**src/cnn_pkg.sv**
```systemverilog
package cnn_pkg;

    // array sizes
    localparam int DEPTH_NB   = 4;
    localparam int GROUP_NB   = 2;
    localparam int IMG_WIDTH  = 16;
    localparam int KER_WIDTH  = 16;
    localparam int NUM_WIDTH  = IMG_WIDTH + KER_WIDTH + 1;
    localparam int CFG_DWIDTH = 32;
    localparam int CFG_AWIDTH = 5;

    // pipeline latencies in cycles
    localparam int MAC_LAT = 4;
    localparam int ADD_LAT = 2;
    localparam int OPS_LAT = 3;

    typedef logic signed [IMG_WIDTH-1:0] img_t;
    typedef logic signed [KER_WIDTH-1:0] ker_t;
    typedef logic signed [NUM_WIDTH-1:0] num_t;

    typedef img_t       [GROUP_NB-1:0] image_bus_t;
    typedef ker_t       [GROUP_NB-1:0] ker_group_t;
    typedef num_t       [GROUP_NB-1:0] num_group_t;
    typedef ker_group_t [DEPTH_NB-1:0] kernel_bus_t;
    typedef ker_t       [DEPTH_NB-1:0] bias_bus_t;
    typedef img_t       [DEPTH_NB-1:0] result_bus_t;

    typedef logic [CFG_DWIDTH-1:0] cfg_data_t;
    typedef logic [CFG_AWIDTH-1:0] cfg_addr_t;
    typedef logic [7:0]            pool_cnt_t;
    typedef logic [7:0]            shift_t;

    // config word layout
    localparam cfg_addr_t CFG_LAYERS     = cfg_addr_t'(3);
    localparam int        CFG_BYPASS_BIT = 16;
    localparam int        CFG_POOL_LSB   = 8;
    localparam int        CFG_SHIFT_LSB  = 0;

    // saturation limits of a result pixel
    localparam num_t PIX_MAX = num_t'((1 <<< (IMG_WIDTH - 1)) - 1);
    localparam num_t PIX_MIN = num_t'(-(1 <<< (IMG_WIDTH - 1)));

    typedef enum logic [1:0] {
        UP_RESET,
        UP_READY,
        UP_DONE,
        UP_CLEAR
    } up_state_t;

    typedef enum logic [2:0] {
        DN_RESET,
        DN_READY,
        DN_ADD,
        DN_POOL,
        DN_OPS,
        DN_CLEAR
    } dn_state_t;

endpackage

```
**src/group_add.sv**
```systemverilog
`timescale 1ns/1ps

module group_add (
    input  logic                   clk,
    input  cnn_pkg::num_group_t    group_sum,
    output cnn_pkg::num_t          sum
);

    cnn_pkg::num_t pair_q [cnn_pkg::GROUP_NB/2];
    cnn_pkg::num_t tree_sum;

    // first level adds neighbouring accumulators
    always_ff @(posedge clk) begin
        for (int p = 0; p < cnn_pkg::GROUP_NB/2; p++) begin
            pair_q[p] <= group_sum[2*p] + group_sum[2*p+1];
        end
    end

    always_comb begin
        tree_sum = '0;
        for (int p = 0; p < cnn_pkg::GROUP_NB/2; p++) begin
            tree_sum = tree_sum + pair_q[p];
        end
    end

    always_ff @(posedge clk) begin
        sum <= tree_sum;
    end

endmodule

```
**config.mk**
```make
export PLATFORM = sky130hd
export DESIGN_NAME = group_add
export DESIGN_NICKNAME = d
export VERILOG_FILES = /design/src/cnn_pkg.sv /design/src/group_add.sv
export SDC_FILE = /design/constraint.sdc
export NUM_CORES = 1
export LEC_CHECK = 0
export ABC_AREA = 0
export BUFFER_PORTS_ARGS = -buffer_cell sky130_fd_sc_hd__buf_4
export CAP_MARGIN = 10
export CORE_UTILIZATION = 46
export DETAILED_ROUTE_END_ITERATION = 8
export PLACE_DENSITY = 0.76
export RECOVER_POWER = 50
export SLEW_MARGIN = 40
export SYNTH_ARGS = -nofsm -noshare
export SYNTH_HDL_FRONTEND = slang
export SYNTH_SLANG_ARGS = --single-unit
```
**constraint.sdc**
```tcl
create_clock -name clk -period 2.6 [get_ports clk]
set_clock_uncertainty 0.2 [all_clocks]
set_input_delay 0.52 -clock clk [delete_from_list [all_inputs] [get_ports clk]]
set_output_delay 0.52 -clock clk [all_outputs]
set_load 0.02 [all_outputs]
```
==> impl_metrics.ini <==
[status]
status = finished, final reports clean

[sta]
final_max_slew_viol_count = 0
fmax_mhz = 397
tightest_slew_ps = 511
tns_ps = 0
whs_ps = 126
hold_viol = 0
slew-limit-headroom_pct = 65.6
period_needed_ps = 2520
setup_viol = 0
rsz0062_at_grt = false
layout_setup_ws_ps = 78.3
finalCritPeriodShare_pct = 97.0

[global_routing]
gr-total-overflow = 0
grt_pass1_wl_microns = 14300
grt_usage_pct = 25.1
antenna_found_initial = 0
grt_max_degree = 12
grt_pass1_vias = 3219

[clocking]
numCtsBuffers = 9
cts-root-buf = clkbuf_8
cts_buffer_depth = 2
htree_levels = 3
clkTransAtPathRegs_ps = 70
cts_sinks = 66
clkLatencyLatePin_ps = 350
post_cts_buffers = 0
hold_buffers = 0
tritoncts = yes

[setup_path]
path_max_fanout = 3
start_kind = input port
crit_chain = clkbuf_4 > ha_2 > fa_2 > a211o_1 > a211oi_2 > nor3_2 > o211a_1 > o21ba_2 > nor3_2
path_class = input port to flop
critPathTopFamily = compound AO/OA/AOI/OAI gates
cpMaxStageDelayCell = fa_2
crit_top_cell = nor3_2
critPathCaptureType = flop
arrival_ps = 2590
cpPeakStageDelay_ps = 340
cp.required_ps = 2670
crit_buf_inv = 1

[drt]
drt_first_pass_iters = 4
antenna_left = 0
dr_total_vias = 3235
routed_wl_microns = 9130
dr.first_iter.drc_count = 220
wl_per_cell_microns = 15.0
drc_errors = 0
vias_per_cell = 5.33

[place]
dpl_cell_area_sq_mm = 0.00461
dp_slack_ps = -348
place.gp.congestion = 0.917
io_buffer_count = 99
hpwl_microns = 7220

[synthesis]
yosysTopAreaCellShare_pct = 40.3
synth_ff_type = dfxtp_1
syn_area_sq_mm = 0.00328
synth_top_cell_by_area = dfxtp_1
syn_avg_cell_area_sq_um = 9.53
syn_inst = 344
yosys_warnings = 0
synth.most_common_cell = dfxtp_1
async_reset_ff_share_pct = 0
ys_ff_latch = 66
synthesis.nets = 444
yosys-top-cells-count = dfxtp_1, a21oi_1, ha_1
synth.area.top_cells = dfxtp_1, ha_1, a21oi_1, xnor2_1, o21ai_0
yosysUniqueCellTypes = 59
seq_area_frac_synth_pct = 40.3
synth_enable_flop_cells = 0

[die]
initial_core_util_pct = 48.0
ioPinCount = 100
dieArea_sq_mm = 0.00747
design.core.area_sq_mm = 0.00683
die_w_microns = 86.4
fp-row-count = 30
die-height_microns = 86.4

[final_layout]
syn2layout_area_growth_pct = 45.5
fin_area_sq_mm = 0.00477
fillers = 558
antenna_cells = 0
num-nets-final = 608
drive_gt1_share_pct = 37.0

[hold_path]
hold_class = flop to flop

[run]
max-cap-violations = 0

[power_and_ir_drop]
leakagePower_nw = 2.22
power_mw = 3.14
power_density_mw_per_mm2 = 659
power.ir.vdd_worst_uv = 244
## power breakdown
group          leakage, nW  switching (mW)  internal, mW  total [mW]
combinational         1.57           0.560         0.484        1.04
clock               0.0918           0.370         0.427       0.797
sequential           0.557          0.0588          1.24        1.30
total                 2.22           0.988          2.15        3.14
## worst paths after layout
check,start,to,slack [ps],cells after the start
worst max-delay path,group_sum[0],pair_q[0][30]$_DFF_P_,80,9
worst min-delay path,pair_q[0][2]$_DFF_P_,sum[2]$_DFF_P_,130,0
worst max register to register,pair_q[0][30]$_DFF_P_,sum[30]$_DFF_P_,1960,0
worst min register to register,pair_q[0][2]$_DFF_P_,sum[2]$_DFF_P_,130,0
## metal layers
layer / GRT usage, % / part of all wire (%) / up-vias
met5: 0 / 0 / -
met1: 28.6 / 41 / 1483
met2: 44.2 / 50 / 127
li1: - / - / 1595
met3: 5.71 / 6.0 / 30
met4: 12.1 / 3.7 / 0
## area by class of cell
cell class	instances	area (sq um)	area share (%)
inverters	6	22.5	0.472
repair buffers	161	1160	24.4
multi-input cells	264	1970	41.3
well taps	96	120	2.52
clock inverters	4	45.0	0.945
clock buffers	10	128	2.68
flip-flops and latches	66	1320	27.7
## flip-flops by register name, summed over array words and instances (netlist names)
signal and flops:
pair_q 33, sum 33
## timing repair
action / CTS / global route
resized for setup: 1 / 5
setup endpoints to repair: 1 / 2
pin swaps: 0 / 2
## cell families after synthesis
kind of cell | synth area share, %
AO/OA/AOI/OAI | 23.1
XOR/XNOR | 6.68
adder cells (fa/ha/maj) | 12.8
buffers and inverters | 1.87
flip-flops | 40.3
multiplexers | 0.649
AND/OR/NAND/NOR | 14.6
## placed cells by master (no fill, tap or decap), types with 2 or more instances in the layout
cell      Yosys  layout
nor2_1       20      19
and4_1        2       2
nor4_1        3       3
clkinv_2      0       3
o21ai_0      22      20
nand4_1       5       5
ha_1         32      30
nand3_1       4       4
o21bai_1      5       5
clkbuf_8      0       9
o21a_1        4       4
a211oi_1      4       3
xnor2_1      16      16
a21o_1       10      10
clkbuf_1      6      13
o21ai_1       2       3
a21oi_1      38      35
o211a_1       3       3
nand2b_1      4       4
nor3_1       11       8
a21oi_2       2       5
xor2_1        9       9
inv_1         6       6
or4_1         3       3
a211o_1       2       2
and3_1        3       3
nor3_2        0       3
nand2_1      28      28
dfxtp_1      66      66
a211oi_2      1       2
clkbuf_4      0       2
buf_4         0     147
## metrics by stage
stage          instances  utilization (%)
6_report             607             69.8
5_1_grt              607             69.8
4_1_cts              607             70.1
3_5_place_dp         593             67.5
3_3_place_gp         593             67.5
2_1_floorplan        344                -
No activity file was read; power rests on OpenSTA's default activity.
