`src/cnn_pkg.sv`:
```
package cnn_pkg;

    // array sizes
    localparam int DEPTH_NB   = 4;
    localparam int GROUP_NB   = 2;
    localparam int IMG_WIDTH  = 16;
    localparam int KER_WIDTH  = 16;
    localparam int NUM_WIDTH  = IMG_WIDTH + KER_WIDTH + 1;
    localparam int CFG_DWIDTH = 32;
    localparam int CFG_AWIDTH = 5;

    // pipeline latencies in cycles
    localparam int MAC_LAT = 4;
    localparam int ADD_LAT = 2;
    localparam int OPS_LAT = 3;

    typedef logic signed [IMG_WIDTH-1:0] img_t;
    typedef logic signed [KER_WIDTH-1:0] ker_t;
    typedef logic signed [NUM_WIDTH-1:0] num_t;

    typedef img_t       [GROUP_NB-1:0] image_bus_t;
    typedef ker_t       [GROUP_NB-1:0] ker_group_t;
    typedef num_t       [GROUP_NB-1:0] num_group_t;
    typedef ker_group_t [DEPTH_NB-1:0] kernel_bus_t;
    typedef ker_t       [DEPTH_NB-1:0] bias_bus_t;
    typedef img_t       [DEPTH_NB-1:0] result_bus_t;

    typedef logic [CFG_DWIDTH-1:0] cfg_data_t;
    typedef logic [CFG_AWIDTH-1:0] cfg_addr_t;
    typedef logic [7:0]            pool_cnt_t;
    typedef logic [7:0]            shift_t;

    // config word layout
    localparam cfg_addr_t CFG_LAYERS     = cfg_addr_t'(3);
    localparam int        CFG_BYPASS_BIT = 16;
    localparam int        CFG_POOL_LSB   = 8;
    localparam int        CFG_SHIFT_LSB  = 0;

    // saturation limits of a result pixel
    localparam num_t PIX_MAX = num_t'((1 <<< (IMG_WIDTH - 1)) - 1);
    localparam num_t PIX_MIN = num_t'(-(1 <<< (IMG_WIDTH - 1)));

    typedef enum logic [1:0] {
        UP_RESET,
        UP_READY,
        UP_DONE,
        UP_CLEAR
    } up_state_t;

    typedef enum logic [2:0] {
        DN_RESET,
        DN_READY,
        DN_ADD,
        DN_POOL,
        DN_OPS,
        DN_CLEAR
    } dn_state_t;

endpackage

```
`src/group_mac.sv`:
```
`timescale 1ns/1ps

module group_mac (
    input  logic                   clk,
    input  logic                   clear,
    input  cnn_pkg::image_bus_t    image,
    input  cnn_pkg::ker_group_t    kernel,
    input  logic                   kernel_en,
    output cnn_pkg::num_group_t    acc
);

    cnn_pkg::num_group_t prod;
    logic                prod_val;

    // product stage, one multiplier per pixel
    always_ff @(posedge clk) begin
        for (int g = 0; g < cnn_pkg::GROUP_NB; g++) begin
            prod[g] <= image[g] * kernel[g];
        end
    end

    always_ff @(posedge clk) begin
        if (clear) begin
            prod_val <= 1'b0;
        end else begin
            prod_val <= kernel_en;
        end
    end

    // accumulate stage
    always_ff @(posedge clk) begin
        if (clear) begin
            acc <= '0;
        end else if (prod_val) begin
            for (int g = 0; g < cnn_pkg::GROUP_NB; g++) begin
                acc[g] <= acc[g] + prod[g];
            end
        end
    end

endmodule

```
`config.mk`:
```
export PLATFORM = sky130hd
export DESIGN_NAME = group_mac
export DESIGN_NICKNAME = d
export VERILOG_FILES = /design/src/cnn_pkg.sv /design/src/group_mac.sv
export SDC_FILE = /design/constraint.sdc
export NUM_CORES = 2
export LEC_CHECK = 0
export BUFFER_PORTS_ARGS = -buffer_cell sky130_fd_sc_hd__buf_2
export CORE_ASPECT_RATIO = 0.8
export CORE_UTILIZATION = 40
export CTS_CLUSTER_DIAMETER = 120
export DETAILED_ROUTE_END_ITERATION = 6
export PLACE_DENSITY_LB_ADDON = 0.1
export SLEW_MARGIN = 20
export SYNTH_ARGS = -nofsm -noshare
export SYNTH_HDL_FRONTEND = slang
export SYNTH_SLANG_ARGS = --single-unit
```
`constraint.sdc`:
```
create_clock -name clk -period 6 [get_ports clk]
set_input_delay 0.6 -clock clk [delete_from_list [all_inputs] [get_ports clk]]
set_output_delay 0.6 -clock clk [all_outputs]
set_load 0.1 [all_outputs]
```
==> impl_results.md <==
- Status: finished, violations left
- Failing checks: DRC
- N_diodes: 0
- Area of the die: 66700 um2
- Final worst path period share: 97.4%
- Final setup fails: 0
- Startpoint Class: input port
- Die H: 231 um
- Post-DRT Antenna Nets: 0
- Residual DRC count: 8
- Clock slew at the register clock pins of the worst setup and hold paths: 0.06 ns
- Sequential-to-total area share from yosys stat: 9.99%
- DR vias: 20000
- GRT Total Usage: 20.5%
- Hold_buf cts: 0
- Chip width: 288 um
- Top Ports: 133
- Fin crit period: 5.84 ns
- Top FF cell, synth: dfxtp_1
- Post-synthesis cell area: 26300 um2
- Layout Nets: 4021
- Worst EP arrival: 6.19 ns
- Drt wl/cell: 16.0 um
- Slew @ Worst Pin: 0.993 ns
- DP HPWL: 56600 um
- TritonCTS Buffers: 17
- Max Root-Sink Buffers: 2
- First-pass GRT wire length: 109000 um
- Rows: 83
- YS warnings: 0
- Endpoint class of the critical path: flop
- Post-layout util: 47.8%
- Post-synthesis net count: 3691
- Clock skew: 0.0142 ns
- Largest area contributor in the netlist: fa_1
- Initial DRC count: 930
- Vias per cell: 4.92
- Htree depth: 4
- Final hold viol count: 0
- Max-slew violations: 0
- Initial Util: 40.7%
- Hold Path Class: in -> reg
- Pre-antenna DRT Iters: 7
- Fmax: 0.171 GHz
- Required @ worst endpoint: 6.34 ns
- Max-cap violations: 0
- Root Buffer: clkbuf_16
- Clock Latency Late Sink: 0.43 ns
- WL final: 64900 um
- Yosys reg bits: 131
- Largest net degree at the start of global routing: 43
- Gr ovfl total: 0
- GPL Wtd Cong: 0.863
- Area contributors post-synth: fa_1, ha_1, dfxtp_1, inv_1, and2_1
- Initial antenna violation count: 1
- Share of cells above drive strength 1: 16.2%
- CTS tree: yes
- Share of Yosys cell area claimed by the top area cell type: 40.1%
- RSZ-0062 raised after global routing: yes
- I/O Buffers: 132
- Slew HR: 33.8%
- Vias in the first global route: 21100
- Async S/R FF share, synth: 0%
- Crit path max fanout: 7
- Clk sinks: 131
- Distinct cells, synth: 79
- Setup CP Type: in -> reg
- Post-synth EDFFs: 0
- Area growth syn-to-layout: 17.4%
- Syn_area_per_cell: 9.15 um2
- Cells after synthesis: 2870
- Core Area: 64500 um2
## cells in the mapped netlist, drive strengths merged, types with 7 or more instances
cell type / instances
a211oi: 22
a21boi: 7
a21o: 37
a21oi: 109
a22o: 13
a31oi: 11
and2: 252
and3: 12
clkbuf: 80
dfxtp: 131
fa: 526
ha: 228
inv: 611
mux2i: 26
nand2: 301
nand2b: 16
nand3: 19
nor2: 132
nor2b: 12
nor3: 14
o211ai: 12
o21a: 14
o21ai: 57
o21bai: 13
o31ai: 7
xnor2: 92
xor2: 25
## worst max-delay path, cell delays in order
cell and delay, ns:
buf_2 0.18, and2_1 0.18, fa_1 0.50, inv_1 0.05
fa_1 0.52, inv_1 0.05, fa_1 0.56, fa_1 0.44
fa_1 0.49, inv_1 0.05, fa_1 0.49, inv_1 0.05
ha_1 0.28, and3_4 0.20, nor4b_4 0.26, nand3_1 0.14
o32a_4 0.42, o211ai_1 0.29, a31o_2 0.21, a21oi_2 0.05
xnor2_1 0.17
## through the flow
stage / instance area (um2) / TNS [ns] / instances / hold slack (ns) / setup slack, ns
3_3_place_gp: 29700 / -3.76 / 4021 / 0.476 / -0.395
4_1_cts: 30300 / 0 / 4052 / 0.371 / 0.000882
5_1_grt: 30800 / -0.179 / 4062 / 0.367 / -0.0816
3_5_place_dp: 29700 / -4.90 / 4021 / 0.478 / -0.466
2_1_floorplan: 26300 / -0.00883 / 2870 / 0.551 / -0.00883
6_report: 30800 / 0 / 4062 / 0.382 / 0.157
## registers in the layout (all words and copies together) (netlist names)
register  count
prod_val      1
prod         64
acc          66
## cells by family after synthesis
| logic type | Yosys count | synth area share, % |
|---|---|---|
| multiplexers | 27 | 1.03 |
| flip-flops | 131 | 9.99 |
| adder cells (fa/ha/maj) | 754 | 51.0 |
| AO/OA/AOI/OAI | 353 | 9.41 |
| AND/OR/NAND/NOR | 792 | 14.7 |
| XOR/XNOR | 117 | 3.90 |
| buffers and inverters | 696 | 9.95 |
## path summary, 6_finish.rpt
kind / start / end / slack (ns) / depth (start not counted)
max: kernel[27] / prod[63] / 0.16 / 21
min: kernel_en / prod_val / 0.38 / 2
max reg2reg: acc[0] / acc[32] / 2.71 / 12
min reg2reg: acc[24] / acc[24] / 0.48 / 2
## cells in the final DEF (no fill, tap or decap), types with 10 or more instances in the layout
master	Yosys	final
clkbuf_16	0	18
nor3_1	14	14
clkbuf_4	0	15
o21bai_1	13	13
fa_2	0	11
nor2_1	132	129
and3_1	11	10
ha_4	0	10
a21o_1	32	32
a211oi_1	18	18
buf_2	1	103
xor2_1	25	25
mux2i_1	26	26
buf_6	0	14
o21ai_0	50	44
and2_1	252	243
a21oi_1	107	100
nor2b_1	12	12
dfxtp_1	131	130
inv_1	611	609
ha_1	228	217
nand2_1	301	297
fa_1	526	515
nand2b_1	16	16
o211ai_1	12	12
nand3_1	19	19
o21a_1	14	14
xnor2_1	92	92
a22o_1	13	13
buf_4	0	255
## layer usage
metal	vias to the layer above	global-route usage, %	share of wire, %
met4	0	2.45	0.61
met5	-	0	0
li1	9500	-	-
met1	10100	32.6	52
met3	23	3.00	5.5
met2	394	29.7	42
## timing repair
action / 4_1_cts / 5_1_grt
resized for setup: 2 / 119
pin swaps: 0 / 65
endpoints found under the setup margin: 2 / 11
cloned: 0 / 1
setup buffers: 0 / 10
## cell type report
type,instances,area [um2]
inverters,611,2290
repair buffers,396,2880
well taps,850,1060
clock inverters,13,171
flip-flops and latches,131,2620
multi-input cells,2043,21400
fillers,6233,33700
clock buffers,18,439
Power is not shown: default switching activity piles up to over one toggle a cycle in this logic, so the estimate is an artifact.
