**config.mk**
```make
export PLATFORM = sky130hd
export DESIGN_NAME = pool
export DESIGN_NICKNAME = d
export VERILOG_FILES = /design/src/cnn_pkg.sv /design/src/pool.sv
export SDC_FILE = /design/constraint.sdc
export NUM_CORES = 1
export LEC_CHECK = 0
export BUFFER_PORTS_ARGS = -buffer_cell sky130_fd_sc_hd__buf_2
export CAP_MARGIN = 10
export CELL_PAD_IN_SITES_DETAIL_PLACEMENT = 2
export CELL_PAD_IN_SITES_GLOBAL_PLACEMENT = 2
export CORE_ASPECT_RATIO = 0.6
export CORE_MARGIN = 5
export CORE_UTILIZATION = 30
export DETAILED_ROUTE_END_ITERATION = 10
export PLACE_DENSITY = 0.79
export SLEW_MARGIN = 20
export SYNTH_ARGS = -nofsm -noshare
export SYNTH_HDL_FRONTEND = slang
export SYNTH_SLANG_ARGS = --single-unit
```
**constraint.sdc**
```tcl
create_clock -name clk -period 4.5 [get_ports clk]
set_input_delay 0.225 -clock clk [delete_from_list [all_inputs] [get_ports clk]]
set_output_delay 0.225 -clock clk [all_outputs]
set_load 0.03 [all_outputs]
```
**src/cnn_pkg.sv**
```systemverilog
package cnn_pkg;

    // array sizes
    localparam int DEPTH_NB   = 4;
    localparam int GROUP_NB   = 2;
    localparam int IMG_WIDTH  = 16;
    localparam int KER_WIDTH  = 16;
    localparam int NUM_WIDTH  = IMG_WIDTH + KER_WIDTH + 1;
    localparam int CFG_DWIDTH = 32;
    localparam int CFG_AWIDTH = 5;

    // pipeline latencies in cycles
    localparam int MAC_LAT = 4;
    localparam int ADD_LAT = 2;
    localparam int OPS_LAT = 3;

    typedef logic signed [IMG_WIDTH-1:0] img_t;
    typedef logic signed [KER_WIDTH-1:0] ker_t;
    typedef logic signed [NUM_WIDTH-1:0] num_t;

    typedef img_t       [GROUP_NB-1:0] image_bus_t;
    typedef ker_t       [GROUP_NB-1:0] ker_group_t;
    typedef num_t       [GROUP_NB-1:0] num_group_t;
    typedef ker_group_t [DEPTH_NB-1:0] kernel_bus_t;
    typedef ker_t       [DEPTH_NB-1:0] bias_bus_t;
    typedef img_t       [DEPTH_NB-1:0] result_bus_t;

    typedef logic [CFG_DWIDTH-1:0] cfg_data_t;
    typedef logic [CFG_AWIDTH-1:0] cfg_addr_t;
    typedef logic [7:0]            pool_cnt_t;
    typedef logic [7:0]            shift_t;

    // config word layout
    localparam cfg_addr_t CFG_LAYERS     = cfg_addr_t'(3);
    localparam int        CFG_BYPASS_BIT = 16;
    localparam int        CFG_POOL_LSB   = 8;
    localparam int        CFG_SHIFT_LSB  = 0;

    // saturation limits of a result pixel
    localparam num_t PIX_MAX = num_t'((1 <<< (IMG_WIDTH - 1)) - 1);
    localparam num_t PIX_MIN = num_t'(-(1 <<< (IMG_WIDTH - 1)));

    typedef enum logic [1:0] {
        UP_RESET,
        UP_READY,
        UP_DONE,
        UP_CLEAR
    } up_state_t;

    typedef enum logic [2:0] {
        DN_RESET,
        DN_READY,
        DN_ADD,
        DN_POOL,
        DN_OPS,
        DN_CLEAR
    } dn_state_t;

endpackage

```
**src/pool.sv**
```systemverilog
`timescale 1ns/1ps

module pool (
    input  logic             clk,
    input  logic             restart,
    input  logic             en,
    input  cnn_pkg::num_t    sum,
    output cnn_pkg::num_t    pooled
);

    logic first;

    // set until the first window of a frame has been taken
    always_ff @(posedge clk) begin
        if (restart) begin
            first <= 1'b1;
        end else if (en) begin
            first <= 1'b0;
        end
    end

    // signed running maximum
    always_ff @(posedge clk) begin
        if (en && (first || (sum > pooled))) begin
            pooled <= sum;
        end
    end

endmodule

```
==> results of run 1 <==
-- flip-flops by register name (all words and copies together) (netlist names) --
register	flops
first	1
pooled	33
-- placed cells by master (no fill, tap or decap), types with 4 or more instances in the layout --
cell type / count
buf_2: 68
a21o_1: 5
nand2_1: 11
a21oi_1: 12
inv_1: 34
edfxtp_1: 33
ha_1: 33
nand3_1: 6
clkbuf_8: 5
nor3_1: 4
nand4_1: 5
-- cells by family after synthesis --
| logic type | synth area share |
|---|---|
| and+or+nand+nor | 0.0869 |
| adders and majority gates | 0.219 |
| AOI/OAI and AO/OA | 0.0909 |
| DFF | 0.536 |
| buffers and inverters | 0.0676 |
-- worst reg2reg max path: stages, from the launching register on --
cell and delay [ns]:
edfxtp_1 0.35, inv_1 0.05, ha_1 0.31, nand4_1 0.21, nor4_1 0.51, nand4b_1 0.16, o211ai_1 0.15, a21oi_1 0.07
o211ai_1 0.24, buf_4 0.32
-- per-stage QoR --
stage	setup WS [ns]	area (um2)	util	hold slack (ns)	std cells
6_report	1.79	2420	0.397	0.131	321
5_1_grt	1.49	2420	0.397	0.120	321
4_1_cts	1.74	2420	0.397	0.125	321
3_5_place_dp	1.78	2350	0.384	0.423	314
3_3_place_gp	1.92	2350	0.384	0.410	314
2_1_floorplan	0.744	1890	-	0.311	160
-- cell type report --
cell class                      count  area [um2]  area share
Timing Repair Buffer               70         355       0.147
Clock buffer                        7        76.3      0.0315
Multi-Input combinational cell     92         748       0.309
Tap cell                           84         105      0.0434
Inverter                           34         128      0.0527
Sequential cell                    34        1010       0.417
-- worst max path at each step --
stage,startpoint,end,slack (ns)
final,pooled[24],pooled[26],1.79
after global routing,pooled[24],pooled[26],1.49
after CTS,pooled[24],pooled[28],1.74
after detailed placement,pooled[24],pooled[6],1.78
after global placement,pooled[24],pooled[10],1.92
after floorplan,pooled[24],pooled[0],0.74
-- power breakdown --
group	internal [mW]	switching, mW
sequential	0.395	0.0190
combinational	0.0895	0.182
clock	0.107	0.108
-- synthesized netlist by cell type --
cell type | n | area, um2
a21oi_1 | 12 | 60.1
a2111oi_2 | 1 | 15.0
nand3_1 | 6 | 30.0
a221o_1 | 1 | 10.0
inv_1 | 34 | 128
nor2_1 | 2 | 7.51
nor3_1 | 4 | 20.0
a21o_1 | 5 | 37.5
edfxtp_1 | 33 | 991
nor4_1 | 2 | 12.5
nand4_1 | 5 | 31.3
or3_1 | 2 | 12.5
ha_1 | 33 | 413
o211ai_1 | 3 | 22.5
nand2_1 | 11 | 41.3
o21ai_0 | 2 | 10.0
nand4b_1 | 1 | 8.76
dfxtp_1 | 1 | 20.0
a221oi_1 | 1 | 8.76
a211oi_1 | 1 | 7.51
-- metal layers --
layer / up-vias / track usage / routed length [um] / part of all wire
met1: 702 / 0.179 / 2610 / 0.48
met4: 0 / 0.0200 / 39 / 0.0072
met2: 47 / 0.234 / 2470 / 0.46
met3: 6 / 0.0422 / 285 / 0.053
li1: 733 / - / - / -
met5: - / 0 / 0 / 0
==> reports/summary.txt, run 1 <==
Final critical delay including setup and external delays - 2.71 ns
Final net count - 306
Worst-path maximum fanout - 19
Internal reg-to-reg setup slack - 1.79 ns
Longest individual stage delay on the worst path - 0.51 ns
Yosys warning total - 0
# diodes - 0
Initial antenna violation count - 0
Number of levels in the clock H-tree - 2
Final total power - 0.901 mW
Total of max-cap violations - 0
Cell type group with the largest total delay on the critical path - simple AND/OR/NAND/NOR gates
Remaining DRCs - 0
Static leakage - 1.20 nW
Logic depth of the worst path, buffers included - 9
Final worst path period share - 0.602
Overall Global Routing Usage - 0.138
Clock insertion delay at the later pin of the skew report - 0.28 ns
Overall via count from detail_route - 1488
TritonCTS clock tree - built
Endpoint of the most critical register-to-register path - pooled[26]
Worst-path cell chain - inv_1 -> ha_1 -> nand4_1 -> nor4_1 -> nand4b_1 -> o211ai_1 -> a21oi_1 -> o211ai_1 -> buf_4
Global-route wire length before repair - 8.80 mm
Buffers and inverters on the worst path - 2
Worst relative slew slack - 0.691
CP Data Arrival Time - 2.67 ns
Number of cells on the worst hold path - 1
FF+latch count, synth - 34
Crit path launch type - flip-flop
Final-layout fill cell count - 694
Via count of the first global-routing pass - 1721
Routed wire length - 5.41 mm
Floorplan row count - 22
Die height - 71.4 um
Count of final max-slew check failures - 0
Final number of setup-violating endpoints - 0
Distinct cell type count after synthesis - 20
Worst Hold Endpoint - pooled[6]
Number of top-level pins - 69
Post-synthesis to final-layout area growth - 28.4%
Most common cell type on the critical path - o211ai_1
Slowest library cell on the worst path - nor4_1
Area of the mapped netlist - 1890 um2
Final weighted congestion of routability-driven global placement - 0.690
Estimated wirelength of the detail-placed design - 4.70 mm
Post-CTS setup buffers - 0
Worst voltage drop across the vdd grid - 0.120 mV
Number of hold violations in the final report - 0
Data required time at the worst endpoint - 4.46 ns
Hold buffer count at cts - 0
Register area share after synthesis - 0.536
Initial core utilization - 0.309
Number of DRC violations after detailed-routing iteration 0 - 44
Placeable Area - 6110 um2
Post-Synthesis Net Count - 229
Final setup skew - 0.00895 ns
R2r worst-path depth - 9
Horizontal extent of the die - 112 um
Clk buf depth - 2
Kind of critical path - flip-flop to flip-flop
Root Driver - clkbuf_8
Clock buffer count from CTS - 5
Number of vias per cell after detailed routing - 4.64
1st-pass router iterations - 4
Number of instances in the synthesized netlist - 160
Proportion of layout cells with a drive suffix above 1 - 0.321
Final routed wire length divided by cell count - 16.8 um
Post-route antenna net violation count - 0
Average instance area after synthesis - 11.8 um2
Status - finished, final reports clean
Setup TNS after final layout - 0 ns
Highest Clock Rate - 0.369 GHz
Worst R2R Start - pooled[24]
Aggregate global routing overflow - 0
Worst Hold Class - input port to flip-flop
Clock-pin slew of the registers on the worst-case setup and hold paths - 0.07 ns
Crit path capture type - flip-flop
Pin count of the biggest net entering global routing - 20
Critical hold path startpoint - sum[6]
Port Buffer Count - 68
Cell Pwr Density - 372 nW/um2
Worst Max-Slew Pin Slew - 0.459 ns
Post-cts resize count - 0
Die Outline Area - 8030 um2
RSZ-0062 raised after global routing - no
Clock sink total - 34
No activity file was read; power rests on OpenSTA's default activity.
==> run 2, diff against run 1 <==
ABC_AREA = 1   (was not set)
CORE_UTILIZATION = 27   (was 30)
PLACE_DENSITY = 0.78   (was 0.79)
clock period = 2.25 ns   (was 4.5 ns; I/O delays follow)
==> reports/summary.txt, run 2 <==
Root Driver - clkbuf_16 (was clkbuf_8)
Status - finished, final reports clean (unchanged)
Post-Synth Adder-Cell Area - 0.206 (was 0.219)
Commonest cells post-synth - inv_1, nand2_1, edfxtp_1, ha_1, nor2_1 (was inv_1, edfxtp_1, ha_1, a21oi_1, nand2_1)
Share of the synthesized area in compound gates (AO/OA/AOI/OAI) - 0.0492 (was 0.0908)
Worst Hold Class - input port to flip-flop (unchanged)
Cell Pwr Density - 644 nW/um2 (was 372 nW/um2)
FF+latch count, synth - 34 (unchanged)
Regs by FF count - pooled: 33 flops, first: 1 flops (unchanged)
Overall via count from detail_route - 1679 (was 1488)
Max FFs per register - 33 (unchanged)
Clk buf depth - 2 (unchanged)
Count of final max-slew check failures - 0 (unchanged)
Post-route antenna net violation count - 0 (unchanged)
Leading cell types in the layout, fill and taps excluded - buf_2, inv_1, nand2_1 (was buf_2, inv_1, ha_1, edfxtp_1, a21oi_1)
Register with the most flip-flops - pooled (unchanged)
Initial antenna violation count - 0 (unchanged)
Count of flip-flops with a built-in enable after synthesis - 33 (unchanged)
Final setup skew - 0.00551 ns (was 0.00895 ns)
Number of cells on the worst hold path - 1 (unchanged)
Number of levels in the clock H-tree - 2 (unchanged)
Most used DFF post-synth - edfxtp_1 (unchanged)
Area of the mapped netlist - 2010 um2 (was 1890 um2)
Crit path launch type - flip-flop (unchanged)
Highest Clock Rate - 0.453 GHz (was 0.369 GHz)
Synth area leaders - edfxtp_1, ha_1, inv_1 (unchanged)
Worst setup path endpoint - pooled[17] (was pooled[26])
Final worst path period share - 0.982 (was 0.602)
Worst relative slew slack - 0.874 (was 0.691)
Number of placed instances with taps included - 382 (was 314)
Multiplexer share of the synthesized area - 0 (unchanged)
Aggregate global routing overflow - 0 (unchanged)
RSZ-0062 raised after global routing - yes (was no)
Final-layout fill cell count - 780 (was 694)
Hold buffer count at cts - 0 (unchanged)
Clock insertion delay at the later pin of the skew report - 0.28 ns (about the same)
Register area share after synthesis - 0.503 (was 0.536)
Yosys warning total - 0 (unchanged)
Storage element area - 1010 um2 (unchanged)
Placeable Area - 7240 um2 (was 6110 um2)
Internal reg-to-reg setup slack - 0.04 ns (was 1.79 ns)
Static leakage - 1.47 nW (was 1.20 nW)
Number of instances in the synthesized netlist - 207 (was 160)
Crit path capture type - flip-flop (unchanged)
Post-Layout Inst Area - 3050 um2 (was 2420 um2)
Kind of critical path - flip-flop to flip-flop (unchanged)
# diodes - 0 (unchanged)
Worst Setup SP - pooled[16] (was pooled[24])
Leading cell type in the layout, fill and taps excluded - buf_2 (unchanged)
Final routed wire length divided by cell count - 14.6 um (was 16.8 um)
Clock-pin slew of the registers on the worst-case setup and hold paths - 0.06 ns (was 0.07 ns)
Number of hold violations in the final report - 0 (unchanged)
Worst R2R Start - pooled[16] (was pooled[24])
Area after detailed placement - 2550 um2 (was 2350 um2)
Area of the multi-input gates - 1050 um2 (was 748 um2)
Post-Synthesis Net Count - 276 (was 229)
Post-synthesis xor/xnor area fraction - 0 (unchanged)
Clock sink total - 34 (unchanged)
Post-synthesis to final-layout area growth - 51.9% (was 28.4%)
Proportion of layout cells with a drive suffix above 1 - 0.463 (was 0.321)
Remaining DRCs - 0 (unchanged)
Horizontal extent of the die - 121 um (was 112 um)
Final number of setup-violating endpoints - 0 (unchanged)
Initial core utilization - 0.277 (was 0.309)
Dominant cell type by area after synthesis - edfxtp_1 (unchanged)
Post-Layout Cell Count - 400 (was 321)
Distinct cell type count after synthesis - 16 (was 20)
Die height - 76.8 um (was 71.4 um)
Number of DRC violations after detailed-routing iteration 0 - 47 (was 44)
Data required time at the worst endpoint - 2.29 ns (was 4.46 ns)
Clock buffer count from CTS - 5 (unchanged)
Average instance area after synthesis - 9.70 um2 (was 11.8 um2)
Global-route wire length before repair - 8.57 mm (was 8.80 mm)
1st-pass router iterations - 4 (unchanged)
Floorplan row count - 24 (was 22)
Via count of the first global-routing pass - 1826 (was 1721)
TritonCTS clock tree - built (unchanged)
Worst Max-Slew Pin Slew - 0.188 ns (was 0.459 ns)
Final total power - 1.96 mW (was 0.901 mW)
Share of synthesized cell area in and, or, nand and nor gates - 0.148 (was 0.0869)
Routed wire length - 5.84 mm (was 5.41 mm)
Worst voltage drop across the vdd grid - 0.307 mV (was 0.120 mV)
Endpoint of the most critical register-to-register path - pooled[17] (was pooled[26])
CP Data Arrival Time - 2.25 ns (was 2.67 ns)
Final weighted congestion of routability-driven global placement - 0.705 (was 0.690)
R2r worst-path depth - 15 (was 9)
Worst-path maximum fanout - 6 (was 19)
Number of top-level pins - 69 (unchanged)
Post-synth top area share - 0.493 (was 0.525)
Final net count - 364 (was 306)
Pin count of the biggest net entering global routing - 14 (was 20)
Async set or reset register ratio after synthesis - 0 (unchanged)
Final critical delay including setup and external delays - 2.21 ns (was 2.71 ns)
Port Buffer Count - 68 (unchanged)
Overall Global Routing Usage - 0.114 (was 0.138)
Largest family of logic cells by synthesized area - adder cells (unchanged)
Number of vias per cell after detailed routing - 4.20 (was 4.64)
Estimated wirelength of the detail-placed design - 4.49 mm (was 4.70 mm)
Total of max-cap violations - 0 (unchanged)
Die Outline Area - 9320 um2 (was 8030 um2)
## run 2: cell count changes after synthesis, moves of 4 or more
cell / change
nand2_1: +39
nor3_1: -4
inv_1: +16
nor2_2: +5
nor2_1: +10
nand4_1: -4
## run 2: metrics by stage
step	hold slack (ns)	utilization	setup TNS (ns)	setup slack, ns
5_1_grt	0.0249	0.422	-3.53	-0.121
3_5_place_dp	0.311	0.353	0	0.0328
3_3_place_gp	0.311	0.353	0	0.108
4_1_cts	0.0241	0.373	0	0.0144
2_1_floorplan	0.211	-	-6.44	-0.195
6_report	0.0284	0.422	0	0.0405
## run 2: power breakdown
part / internal [mW] / switching [mW] / total [mW]
combinational: 0.214 / 0.307 / 0.520
clock: 0.404 / 0.265 / 0.669
sequential: 0.752 / 0.0223 / 0.775
total: 1.37 / 0.594 / 1.96
## run 2: layer usage
metal	track usage	wire length (um)	vias up
met5	0	0	-
met4	0.0201	23	0
met3	0.0390	332	2
met2	0.194	2870	41
met1	0.142	2610	798
li1	-	-	838
## run 2: how the worst min path moves through the flow
stage	from	end	slack, ns
after floorplan	sum[0]	pooled[0]	0.21
after global placement	sum[18]	pooled[18]	0.31
after detailed placement	sum[8]	pooled[8]	0.31
after CTS	sum[8]	pooled[8]	0.02
after global routing	sum[0]	pooled[0]	0.02
final	sum[0]	pooled[0]	0.03
## run 2: what timing repair did
item,in CTS,in global routing
resized for setup,0,44
buffers inserted,0,8
endpoints found under the setup margin,0,33
## run 2: kinds of logic after synthesis
family,count (synthesis)
compound gates,17
fa+ha+maj,33
buf+inv,50
flops,34
simple gates,73
## run 2: layout make-up
cell class,count,area share
inverter,50,0.0628
sequential,34,0.331
clock buffer,5,0.0410
multi-input combinational,123,0.345
clock inverter,3,0.00533
timing repair buffer,81,0.171
tap,104,0.0427
## run 2: critical path, cell delays in order (launching register included)
cell and delay, ns:
edfxtp_1 0.38, inv_1 0.11, ha_4 0.21, nand2_2 0.10, nor2_4 0.04, a21boi_2 0.14
nor2_1 0.13, nand2_2 0.08, nand2_2 0.07, nand2_1 0.05, nand2_1 0.08, nand3_2 0.09
nand2_2 0.09, clkinvlp_4 0.09, buf_12 0.15, clkbuf_16 0.15
