## config.mk

```make
export PLATFORM = sky130hd
export DESIGN_NAME = lane_ops
export DESIGN_NICKNAME = d
export VERILOG_FILES = /design/src/cnn_pkg.sv /design/src/lane_ops.sv
export SDC_FILE = /design/constraint.sdc
export NUM_CORES = 1
export LEC_CHECK = 0
export ABC_CLOCK_PERIOD_IN_PS = 3980
export BUFFER_PORTS_ARGS = -buffer_cell sky130_fd_sc_hd__buf_2
export CAP_MARGIN = 20
export CORE_ASPECT_RATIO = 0.7
export CORE_MARGIN = 4
export CORE_UTILIZATION = 35
export DETAILED_ROUTE_END_ITERATION = 7
export GPL_TIMING_DRIVEN = 0
export PLACE_DENSITY = 0.56
export SLEW_MARGIN = 25
export SYNTH_ARGS = -nofsm -noshare
export SYNTH_HDL_FRONTEND = slang
export SYNTH_SLANG_ARGS = --single-unit
```

## constraint.sdc

```tcl
create_clock -name clk -period 3.98 [get_ports clk]
set_clock_uncertainty 0.1 [all_clocks]
set_input_delay 0.796 -clock clk [delete_from_list [all_inputs] [get_ports clk]]
set_output_delay 0.796 -clock clk [all_outputs]
set_load 0.005 [all_outputs]
```

## src/cnn_pkg.sv

```systemverilog
package cnn_pkg;

    // array sizes
    localparam int DEPTH_NB   = 4;
    localparam int GROUP_NB   = 2;
    localparam int IMG_WIDTH  = 16;
    localparam int KER_WIDTH  = 16;
    localparam int NUM_WIDTH  = IMG_WIDTH + KER_WIDTH + 1;
    localparam int CFG_DWIDTH = 32;
    localparam int CFG_AWIDTH = 5;

    // pipeline latencies in cycles
    localparam int MAC_LAT = 4;
    localparam int ADD_LAT = 2;
    localparam int OPS_LAT = 3;

    typedef logic signed [IMG_WIDTH-1:0] img_t;
    typedef logic signed [KER_WIDTH-1:0] ker_t;
    typedef logic signed [NUM_WIDTH-1:0] num_t;

    typedef img_t       [GROUP_NB-1:0] image_bus_t;
    typedef ker_t       [GROUP_NB-1:0] ker_group_t;
    typedef num_t       [GROUP_NB-1:0] num_group_t;
    typedef ker_group_t [DEPTH_NB-1:0] kernel_bus_t;
    typedef ker_t       [DEPTH_NB-1:0] bias_bus_t;
    typedef img_t       [DEPTH_NB-1:0] result_bus_t;

    typedef logic [CFG_DWIDTH-1:0] cfg_data_t;
    typedef logic [CFG_AWIDTH-1:0] cfg_addr_t;
    typedef logic [7:0]            pool_cnt_t;
    typedef logic [7:0]            shift_t;

    // config word layout
    localparam cfg_addr_t CFG_LAYERS     = cfg_addr_t'(3);
    localparam int        CFG_BYPASS_BIT = 16;
    localparam int        CFG_POOL_LSB   = 8;
    localparam int        CFG_SHIFT_LSB  = 0;

    // saturation limits of a result pixel
    localparam num_t PIX_MAX = num_t'((1 <<< (IMG_WIDTH - 1)) - 1);
    localparam num_t PIX_MIN = num_t'(-(1 <<< (IMG_WIDTH - 1)));

    typedef enum logic [1:0] {
        UP_RESET,
        UP_READY,
        UP_DONE,
        UP_CLEAR
    } up_state_t;

    typedef enum logic [2:0] {
        DN_RESET,
        DN_READY,
        DN_ADD,
        DN_POOL,
        DN_OPS,
        DN_CLEAR
    } dn_state_t;

endpackage

```

## src/lane_ops.sv

```systemverilog
`timescale 1ns/1ps

module lane_ops (
    input  logic              clk,
    input  cnn_pkg::ker_t     bias,
    input  logic              bypass,
    input  cnn_pkg::shift_t   shift,
    input  cnn_pkg::num_t     pooled,
    output cnn_pkg::img_t     pixel
);

    cnn_pkg::num_t biased;
    cnn_pkg::num_t rectified;
    cnn_pkg::num_t scaled;

    // stage 1: bias add
    always_ff @(posedge clk) begin
        biased <= pooled + cnn_pkg::num_t'(bias);
    end

    // stage 2: relu, skipped when bypass is set
    always_ff @(posedge clk) begin
        if (!bypass && biased[cnn_pkg::NUM_WIDTH-1]) begin
            rectified <= '0;
        end else begin
            rectified <= biased;
        end
    end

    assign scaled = rectified >>> shift;

    // stage 3: rescale and clamp to pixel range
    always_ff @(posedge clk) begin
        if (scaled > cnn_pkg::PIX_MAX) begin
            pixel <= cnn_pkg::img_t'(cnn_pkg::PIX_MAX);
        end else if (scaled < cnn_pkg::PIX_MIN) begin
            pixel <= cnn_pkg::img_t'(cnn_pkg::PIX_MIN);
        end else begin
            pixel <= cnn_pkg::img_t'(scaled);
        end
    end

endmodule

```

==> flow_summary.ini, run 1 <==
[run_status]
status = finished, final reports clean

[setup_path]
crit_path_start_kind = input pin
reg2reg_setup_slack_ns = 0.91
cp-end-kind = register
r2r-start = rectified[32]
worstPathRequired_ns = 4.07
crit_fanout = 4
critical_path_class = input pin to register
timing.critical_path.from = bias[0]
arrival_ns = 3.76

[clock_network]
cts.sinks = 82
clkTransAtPathRegs_ns = 0.07
cts_made_buffers = 9
clockBufferDepth = 2
htree_num_levels = 3
cts_tree = done
post_cts_resized = 0
clk_latency_ns = 0.35
ctsHoldBuffers = 0
clockRootBuffer = clkbuf_16
post_cts_buffers = 0

[routing]
antenna_left = 0
vias = 5539
vias_per_cell = 5.49
drt_iter0_markers = 340
top_layer_used = met4
wl_met2_mm = 6.53
drt-met1-wl_mm = 8.16
avgRoutedWirePerCell_um = 15.6
drc = 0
routed_wl_mm = 15.7
wl_met3_um = 849
firstDrtPassIters = 7

[logic_synthesis]
postSynthCellCount = 696
async_flop_share_pct = 0
ys_seq_area_share_pct = 26.6
synth_top_flop_cell = dfxtp_1
ys_types = 85
ys_ff_latch = 82
yosys-top-cells-area = dfxtp_1 27%, mux4_2 8.0%, ha_1 6.5%
yosysTopAreaCell = dfxtp_1
synthDominantCellAreaShare_pct = 26.6
ys_warn_count = 0
avgSynthCellArea_um2 = 8.85
synth-edff-count = 0
syn_nets = 788
syn_area_um2 = 6160

[finish]
final_common_cell = dfxtp_1
stdcell_area_um2 = 7110
final_util_pct = 41.3
area_growth_pct = 15.5
regArea_um2 = 1640
nFillCells = 1750
multiInputGateArea_um2 = 4210
final_cell_mix = 82 x dfxtp_1, 72 x buf_2, 53 x a21oi_1, 52 x nor2_1, 50 x nand2_1
drive_above_1_share_pct = 19.3
nets = 865
diodes = 0

[global_routing]
grt_max_degree = 19
gr-usage-all-layers_pct = 15.9
grt_antenna_before_repair = 0
grt_pass1_vias = 5176
grt_pass1_wl_mm = 26.7
overflow = 0

[floorplan]
die_w_um = 167
die_area_um2 = 19800
ios = 75
rows = 40
core_region_area_um2 = 17200
initial_utilization_pct = 35.8
die_y_um = 119

[sta]
max_slew_margin_pct = 50.0
rsz0062_at_grt = false
finalCritPeriodShare_pct = 92.1
hold_slack_ns = 0.320
fmax_mhz = 273
setup_viol = 0
slew_violations = 0
hold_violations = 0
worst_slack_ns = 0.315
worst_slew_pin_slew_ns = 0.738
finalCriticalPeriod_ns = 3.66

[power_and_ir_drop]
p_leak_nw = 2.89
cellPowerDensity_nw_per_um2 = 423
ir_worst_vdd_mv = 0.236

[worst_hold_path]
hold_class = register to register
holdCritStartpoint = biased[31]

[placement]
detailedPlace.worstSlack_ns = -0.102
gp_congestion = 0.901
place_area_um2 = 6780
dp_hpwl_mm = 12.4
portBuffers = 66

[run]
cap_violations = 0
state kept, by name, indices dropped and copies added, names as in the netlist:
register / count
biased: 33
rectified: 33
pixel: 16
cells by family after synthesis:
family,count (synthesis),share of synthesized area [%]
compound gates,224,26.2
xor+xnor,24,3.41
fa+ha+maj,33,6.82
buf+inv,66,5.06
flops,82,26.6
mux,59,14.4
simple gates,208,17.4
worst max-delay path, cell delays in order:
cell	delay [ns]
buf_2	0.08
ha_1	0.19
inv_1	0.06
fa_1	0.39
nor2b_1	0.16
o31a_1	0.23
o2111ai_1	0.17
a21oi_1	0.39
o311ai_1	0.22
a2111oi_1	0.47
mux2i_1	0.13
a2111oi_0	0.48
power breakdown:
group | switching, mW | internal [mW]
Combinational | 0.534 | 0.471
Sequential | 0.0859 | 1.00
Clock | 0.357 | 0.561
layout make-up:
class                           count  area share [%]
Multi-Input combinational cell    548            59.2
Sequential cell                    82            23.1
Timing Repair Buffer               66            4.64
Tap cell                          231            4.06
Buffer                             48            3.43
Clock buffer                        9            3.17
Clock inverter                      7            1.51
Inverter                           18           0.950
cell usage after synthesis (5+ instances only):
library cell and n:
nand3_1 12, nand2b_1 8, o21ai_1 6, o311a_1 6, xor2_1 7, nor3_1 8, o31ai_1 5, nand4_1 5
a211oi_1 12, a21o_1 11, buf_2 6, inv_1 14, xnor2_1 17, a2111oi_0 6, o21ai_0 28, and2_1 35
dfxtp_1 82, o21a_1 19, ha_1 32, a211o_1 6, o211ai_1 11, nor2b_1 7, a21oi_1 53, nand2_1 50
mux2i_1 23, and3_1 7, mux4_2 22, mux2_2 10, a31oi_1 6, nor2_1 52, o31a_1 6, buf_6 6
clkbuf_1 31
stage by stage:
step | TNS [ns] | power (mW) | std cells
CTS | 0 | 3.02 | 1009
global placement | -0.0770 | 2.09 | 993
finish | 0 | 3.01 | 1009
detailed placement | -0.102 | 2.10 | 993
global route | 0 | 3.19 | 1009
floorplan | 0 | 1.83 | 696
routing by layer:
metal  track usage (%)  up-vias
li1                  -     2775
met1              24.4     2577
met2              23.4      172
met3              2.85       15
met4              3.07        0
met5                 0        -
final timing paths:
| check | to | depth (start not counted) |
|---|---|---|
| worst max-delay path | biased[32] | 12 |
| worst min-delay path | rectified[31] | 1 |
| worst max register to register | pixel[9] | 10 |
| worst min register to register | rectified[31] | 1 |
Note: power is estimated with default switching activity, not from simulation.
==> run 2: changes to the inputs <==
- CELL_PAD_IN_SITES_DETAIL_PLACEMENT: not set -> 1
- CELL_PAD_IN_SITES_GLOBAL_PLACEMENT: not set -> 1
- PLACE_DENSITY: 0.56 -> 0.68
==> run 2 against run 1 <==
  * Non-clock buffer count unchanged
  * Clock power decreased by 7.5%
  * Register-to-register slack about the same
  * Critical path depth unchanged
  * Largest cell class unchanged
==> flow_summary.ini, run 2 (same netlist as run 1, synthesis figures left out) <==
[run_status]
status = finished, final reports clean

[power_and_ir_drop]
cellPowerDensity_nw_per_um2 = 421
power_mw = 2.98
p_leak_nw = 2.87
ir_worst_vdd_mv = 0.209

[global_routing]
grt_util_met1_pct = 26.8
gr-usage-all-layers_pct = 18.6
overflow = 0
use_met2_pct = 29.4
grt_antenna_before_repair = 0
grt_pass1_wl_mm = 30.7
busiest_layer = met2
globalRouteMet3Util_pct = 3.02
grt_pass1_vias = 5801
grt_max_degree = 19

[clock_network]
post_cts_buffers = 0
post_cts_resized = 0
ctsHoldBuffers = 0
clkTransAtPathRegs_ns = 0.07
cts.sinks = 82
cts_tree = done
cts_made_buffers = 9
clk_latency_ns = 0.35
clockRootBuffer = clkbuf_16
htree_num_levels = 3
clockBufferDepth = 2

[setup_path]
cp-end-kind = register
rr_endpoint = pixel[12]
critical_path_class = input pin to register
reg2reg_setup_slack_ns = 0.90
arrival_ns = 3.83
timing.critical_path.from = bias[0]
worstPathRequired_ns = 4.07
crit_path_start_kind = input pin
rr_worst_depth = 10
r2r-start = rectified[32]
crit_fanout = 4

[placement]
detailedPlace.worstSlack_ns = -0.0937
portBuffers = 66
gp_congestion = 0.952
dp_hpwl_mm = 14.7

[finish]
final_common_cell = dfxtp_1
nets = 865
final_cell_mix = 82 x dfxtp_1, 72 x buf_2, 53 x a21oi_1, 52 x nor2_1, 50 x nand2_1
area_growth_pct = 14.9
diodes = 0
drive_above_1_share_pct = 19.3
reg_top3 = biased: 33 flops, rectified: 33 flops, pixel: 16 flops
final_util_pct = 41.1

[floorplan]
die_y_um = 119
ios = 75
die_area_um2 = 19800
rows = 40
initial_utilization_pct = 35.8
core_region_area_um2 = 17200
die_w_um = 167

[sta]
hold_slack_ns = 0.327
worst_slew_pin_slew_ns = 0.794
finalCriticalPeriod_ns = 3.73
setup_viol = 0
finalCritPeriodShare_pct = 93.8
max_slew_margin_pct = 46.2
fmax_mhz = 268
rsz0062_at_grt = false
hold_violations = 0
slew_violations = 0
worst_slack_ns = 0.245

[routing]
drt_iter0_markers = 358
firstDrtPassIters = 6
drc = 0
routed_wl_mm = 18.6
avgRoutedWirePerCell_um = 18.4
vias = 5737
antenna_left = 0
vias_per_cell = 5.69

[worst_hold_path]
whs_path_depth = 1
holdCritStartpoint = biased[9]
hold_class = register to register
holdPathEnd = rectified[9]

[run]
cap_violations = 0
==> run 2: per-layer routing <==
| metal | share of wire [%] | routed length (um) |
|---|---|---|
| met5 | 0 | 0 |
| met4 | 1.4 | 267 |
| met3 | 4.6 | 860 |
| met2 | 45 | 8310 |
| met1 | 49 | 9170 |
==> run 2: report_power, final <==
| group | leakage (nW) | switching [mW] | internal (mW) |
|---|---|---|---|
| combinational | 2.04 | 0.570 | 0.472 |
| sequential | 0.690 | 0.0927 | 0.999 |
| clock | 0.149 | 0.402 | 0.447 |
==> run 2: critical path, cell delays in order <==
cell and delay, ns:
buf_2 0.08, ha_1 0.19, inv_1 0.06, fa_1 0.41
nor2b_1 0.17, o31a_1 0.23, o2111ai_1 0.22, a21oi_1 0.37
o311ai_1 0.22, a2111oi_1 0.44, mux2i_1 0.13, a2111oi_0 0.51
==> run 2: worst max-delay path by stage <==
stage                             to
after floorplan           biased[32]
after global placement    biased[32]
after detailed placement  biased[32]
after CTS                 biased[32]
after global routing      biased[32]
final                     biased[32]
==> run 2: stage by stage <==
stage | instances | cell area (um2) | setup TNS [ns]
floorplan | 696 | 6160 | 0
global placement | 993 | 6780 | -0.0925
detailed placement | 993 | 6780 | -0.0937
CTS | 1009 | 7080 | 0
global route | 1009 | 7080 | 0
finish | 1009 | 7080 | 0
==> run 2: final cells by class <==
| class | instances | area (um2) |
|---|---|---|
| plain buffers | 48 | 244 |
| fillers | 2083 | 10100 |
| clock inverters | 7 | 76.3 |
| well taps | 231 | 289 |
| clock buffers | 9 | 225 |
| flip-flops and latches | 82 | 1640 |
| repair buffers | 66 | 330 |
| multi-input cells | 548 | 4210 |
| inverters | 18 | 67.6 |
==> run 3: changes to the inputs <==
- PLACE_DENSITY: 0.68 -> 0.62
==> run 3 against run 2 <==
  * Cell area did not move
  * Critical endpoint is now biased[30]
  * Combinational power about the same
  * Utilization unchanged
  * Cell count is the same
  * Register-to-register slack better by 0.05 ns
  * Largest cell class unchanged
==> flow_summary.ini, run 3 (same netlist as run 1, synthesis figures left out) <==
[run_status]
status = finished, final reports clean

[clock_network]
clockRootBuffer = clkbuf_16
ctsHoldBuffers = 0
clockBufferDepth = 2
htree_num_levels = 3
cts_tree = done
clkTransAtPathRegs_ns = 0.07
clk_latency_ns = 0.35
post_cts_resized = 0
cts_made_buffers = 9
cts.sinks = 82
post_cts_buffers = 0

[power_and_ir_drop]
intPower_mw = 1.96
p_sw_share_pct = 34.4
cellPowerDensity_nw_per_um2 = 423
ir_worst_vdd_mv = 0.201
power_switching_mw = 1.03
pwr-share-comb_pct = 34.7
seq_power_share_pct = 36.5
power_mw = 2.99
clock_power_share_pct = 28.8
p_leak_nw = 2.87

[floorplan]
core_region_area_um2 = 17200
rows = 40
die_area_um2 = 19800
initial_utilization_pct = 35.8
die_w_um = 167
ios = 75
die_y_um = 119

[finish]
multiInputGateArea_um2 = 4210
nets = 865
diodes = 0
nFillCells = 2064
final_common_cell = dfxtp_1
stdcell_area_um2 = 7080
reg_top3 = biased: 33 flops, rectified: 33 flops, pixel: 16 flops
final_cell_mix = 82 x dfxtp_1, 72 x buf_2, 53 x a21oi_1, 52 x nor2_1, 50 x nand2_1
area_growth_pct = 14.9
drive_above_1_share_pct = 19.3
regArea_um2 = 1640

[global_routing]
gr-usage-all-layers_pct = 19.0
grt_antenna_before_repair = 0
grt_pass1_wl_mm = 31.2
grt_max_degree = 19
overflow = 0
grt_pass1_vias = 6005

[setup_path]
arrival_ns = 3.74
crit_fanout = 4
cp-end-kind = register
crit_path_start_kind = input pin
worstPathRequired_ns = 4.08
critical_path_class = input pin to register

[sta]
finalCriticalPeriod_ns = 3.64
rsz0062_at_grt = false
fmax_mhz = 275
max_slew_margin_pct = 43.5
worst_slack_ns = 0.344
hold_violations = 0
finalCritPeriodShare_pct = 91.3
slew_violations = 0
fin_tns_setup_ns = 0
worst_slew_pin_slew_ns = 0.835
setup_viol = 0

[placement]
place_area_um2 = 6780
detailedPlace.worstSlack_ns = 0.0195
dp_hpwl_mm = 15.0
gp_congestion = 0.910
portBuffers = 66

[routing]
antenna_left = 0
routed_wl_mm = 18.8
avgRoutedWirePerCell_um = 18.7
vias_per_cell = 5.70
drt_iter0_markers = 374
drc = 0
firstDrtPassIters = 5
vias = 5751

[worst_hold_path]
hold_class = register to register

[run]
cap_violations = 0
==> run 3: changes by cell type in the layout (fill, tap and decap cells not counted), sizes merged <==
cell / previous run / this run
bufinv: 0 / 1
inv: 21 / 18
clkinv: 4 / 5
clkinvlp: 0 / 1
==> run 3: power by group through the flow <==
stage / logic [mW] / registers [mW] / clock network (mW)
global placement: 1.01 / 1.10 / 0
global route: 1.14 / 1.12 / 0.918
CTS: 1.04 / 1.09 / 0.881
floorplan: 0.749 / 1.08 / 0
detailed placement: 1.03 / 1.11 / 0
finish: 1.04 / 1.09 / 0.861
==> run 3: layout make-up <==
class                   instances  share of cell area [%]
flip-flops and latches         82                    23.2
repair buffers                 66                    4.66
inverters                      18                   0.954
clock inverters                 7                    1.08
plain buffers                  48                    3.45
clock buffers                   9                    3.18
multi-input cells             548                    59.4
well taps                     231                    4.08
==> run 3: metrics by stage <==
step	util, %	hold slack, ns	std cells
3_3_place_gp	39.4	0.308	993
4_1_cts	41.1	0.328	1009
2_1_floorplan	-	0.306	696
6_report	41.1	0.324	1009
3_5_place_dp	39.4	0.314	993
5_1_grt	41.1	0.340	1009
==> run 3: worst paths after layout <==
check | startpoint | end | slack, ns | cells past startpoint
worst min register to register | biased[28] | rectified[28] | 0.32 | 1
worst max-delay path | bias[0] | biased[30] | 0.34 | 12
worst min-delay path | biased[28] | rectified[28] | 0.32 | 1
worst max register to register | rectified[32] | pixel[14] | 0.95 | 10
==> run 3: worst max-delay path, stage by stage <==
cell      delay, ns
buf_2          0.10
ha_1           0.22
inv_1          0.07
fa_1           0.19
nor2b_1        0.06
o31a_1         0.29
o21ai_0        0.59
o221ai_1       0.35
a211oi_1       0.38
o21ai_0        0.35
nand4_1        0.21
o211ai_1       0.11
==> run 3: per-layer routing <==
| layer | track usage (%) | vias up | routed length (um) |
|---|---|---|---|
| li1 | - | 2771 | - |
| met2 | 29.5 | 134 | 8180 |
| met1 | 27.3 | 2818 | 9420 |
| met5 | 0 | - | 0 |
| met4 | 4.75 | 0 | 362 |
| met3 | 3.55 | 28 | 863 |
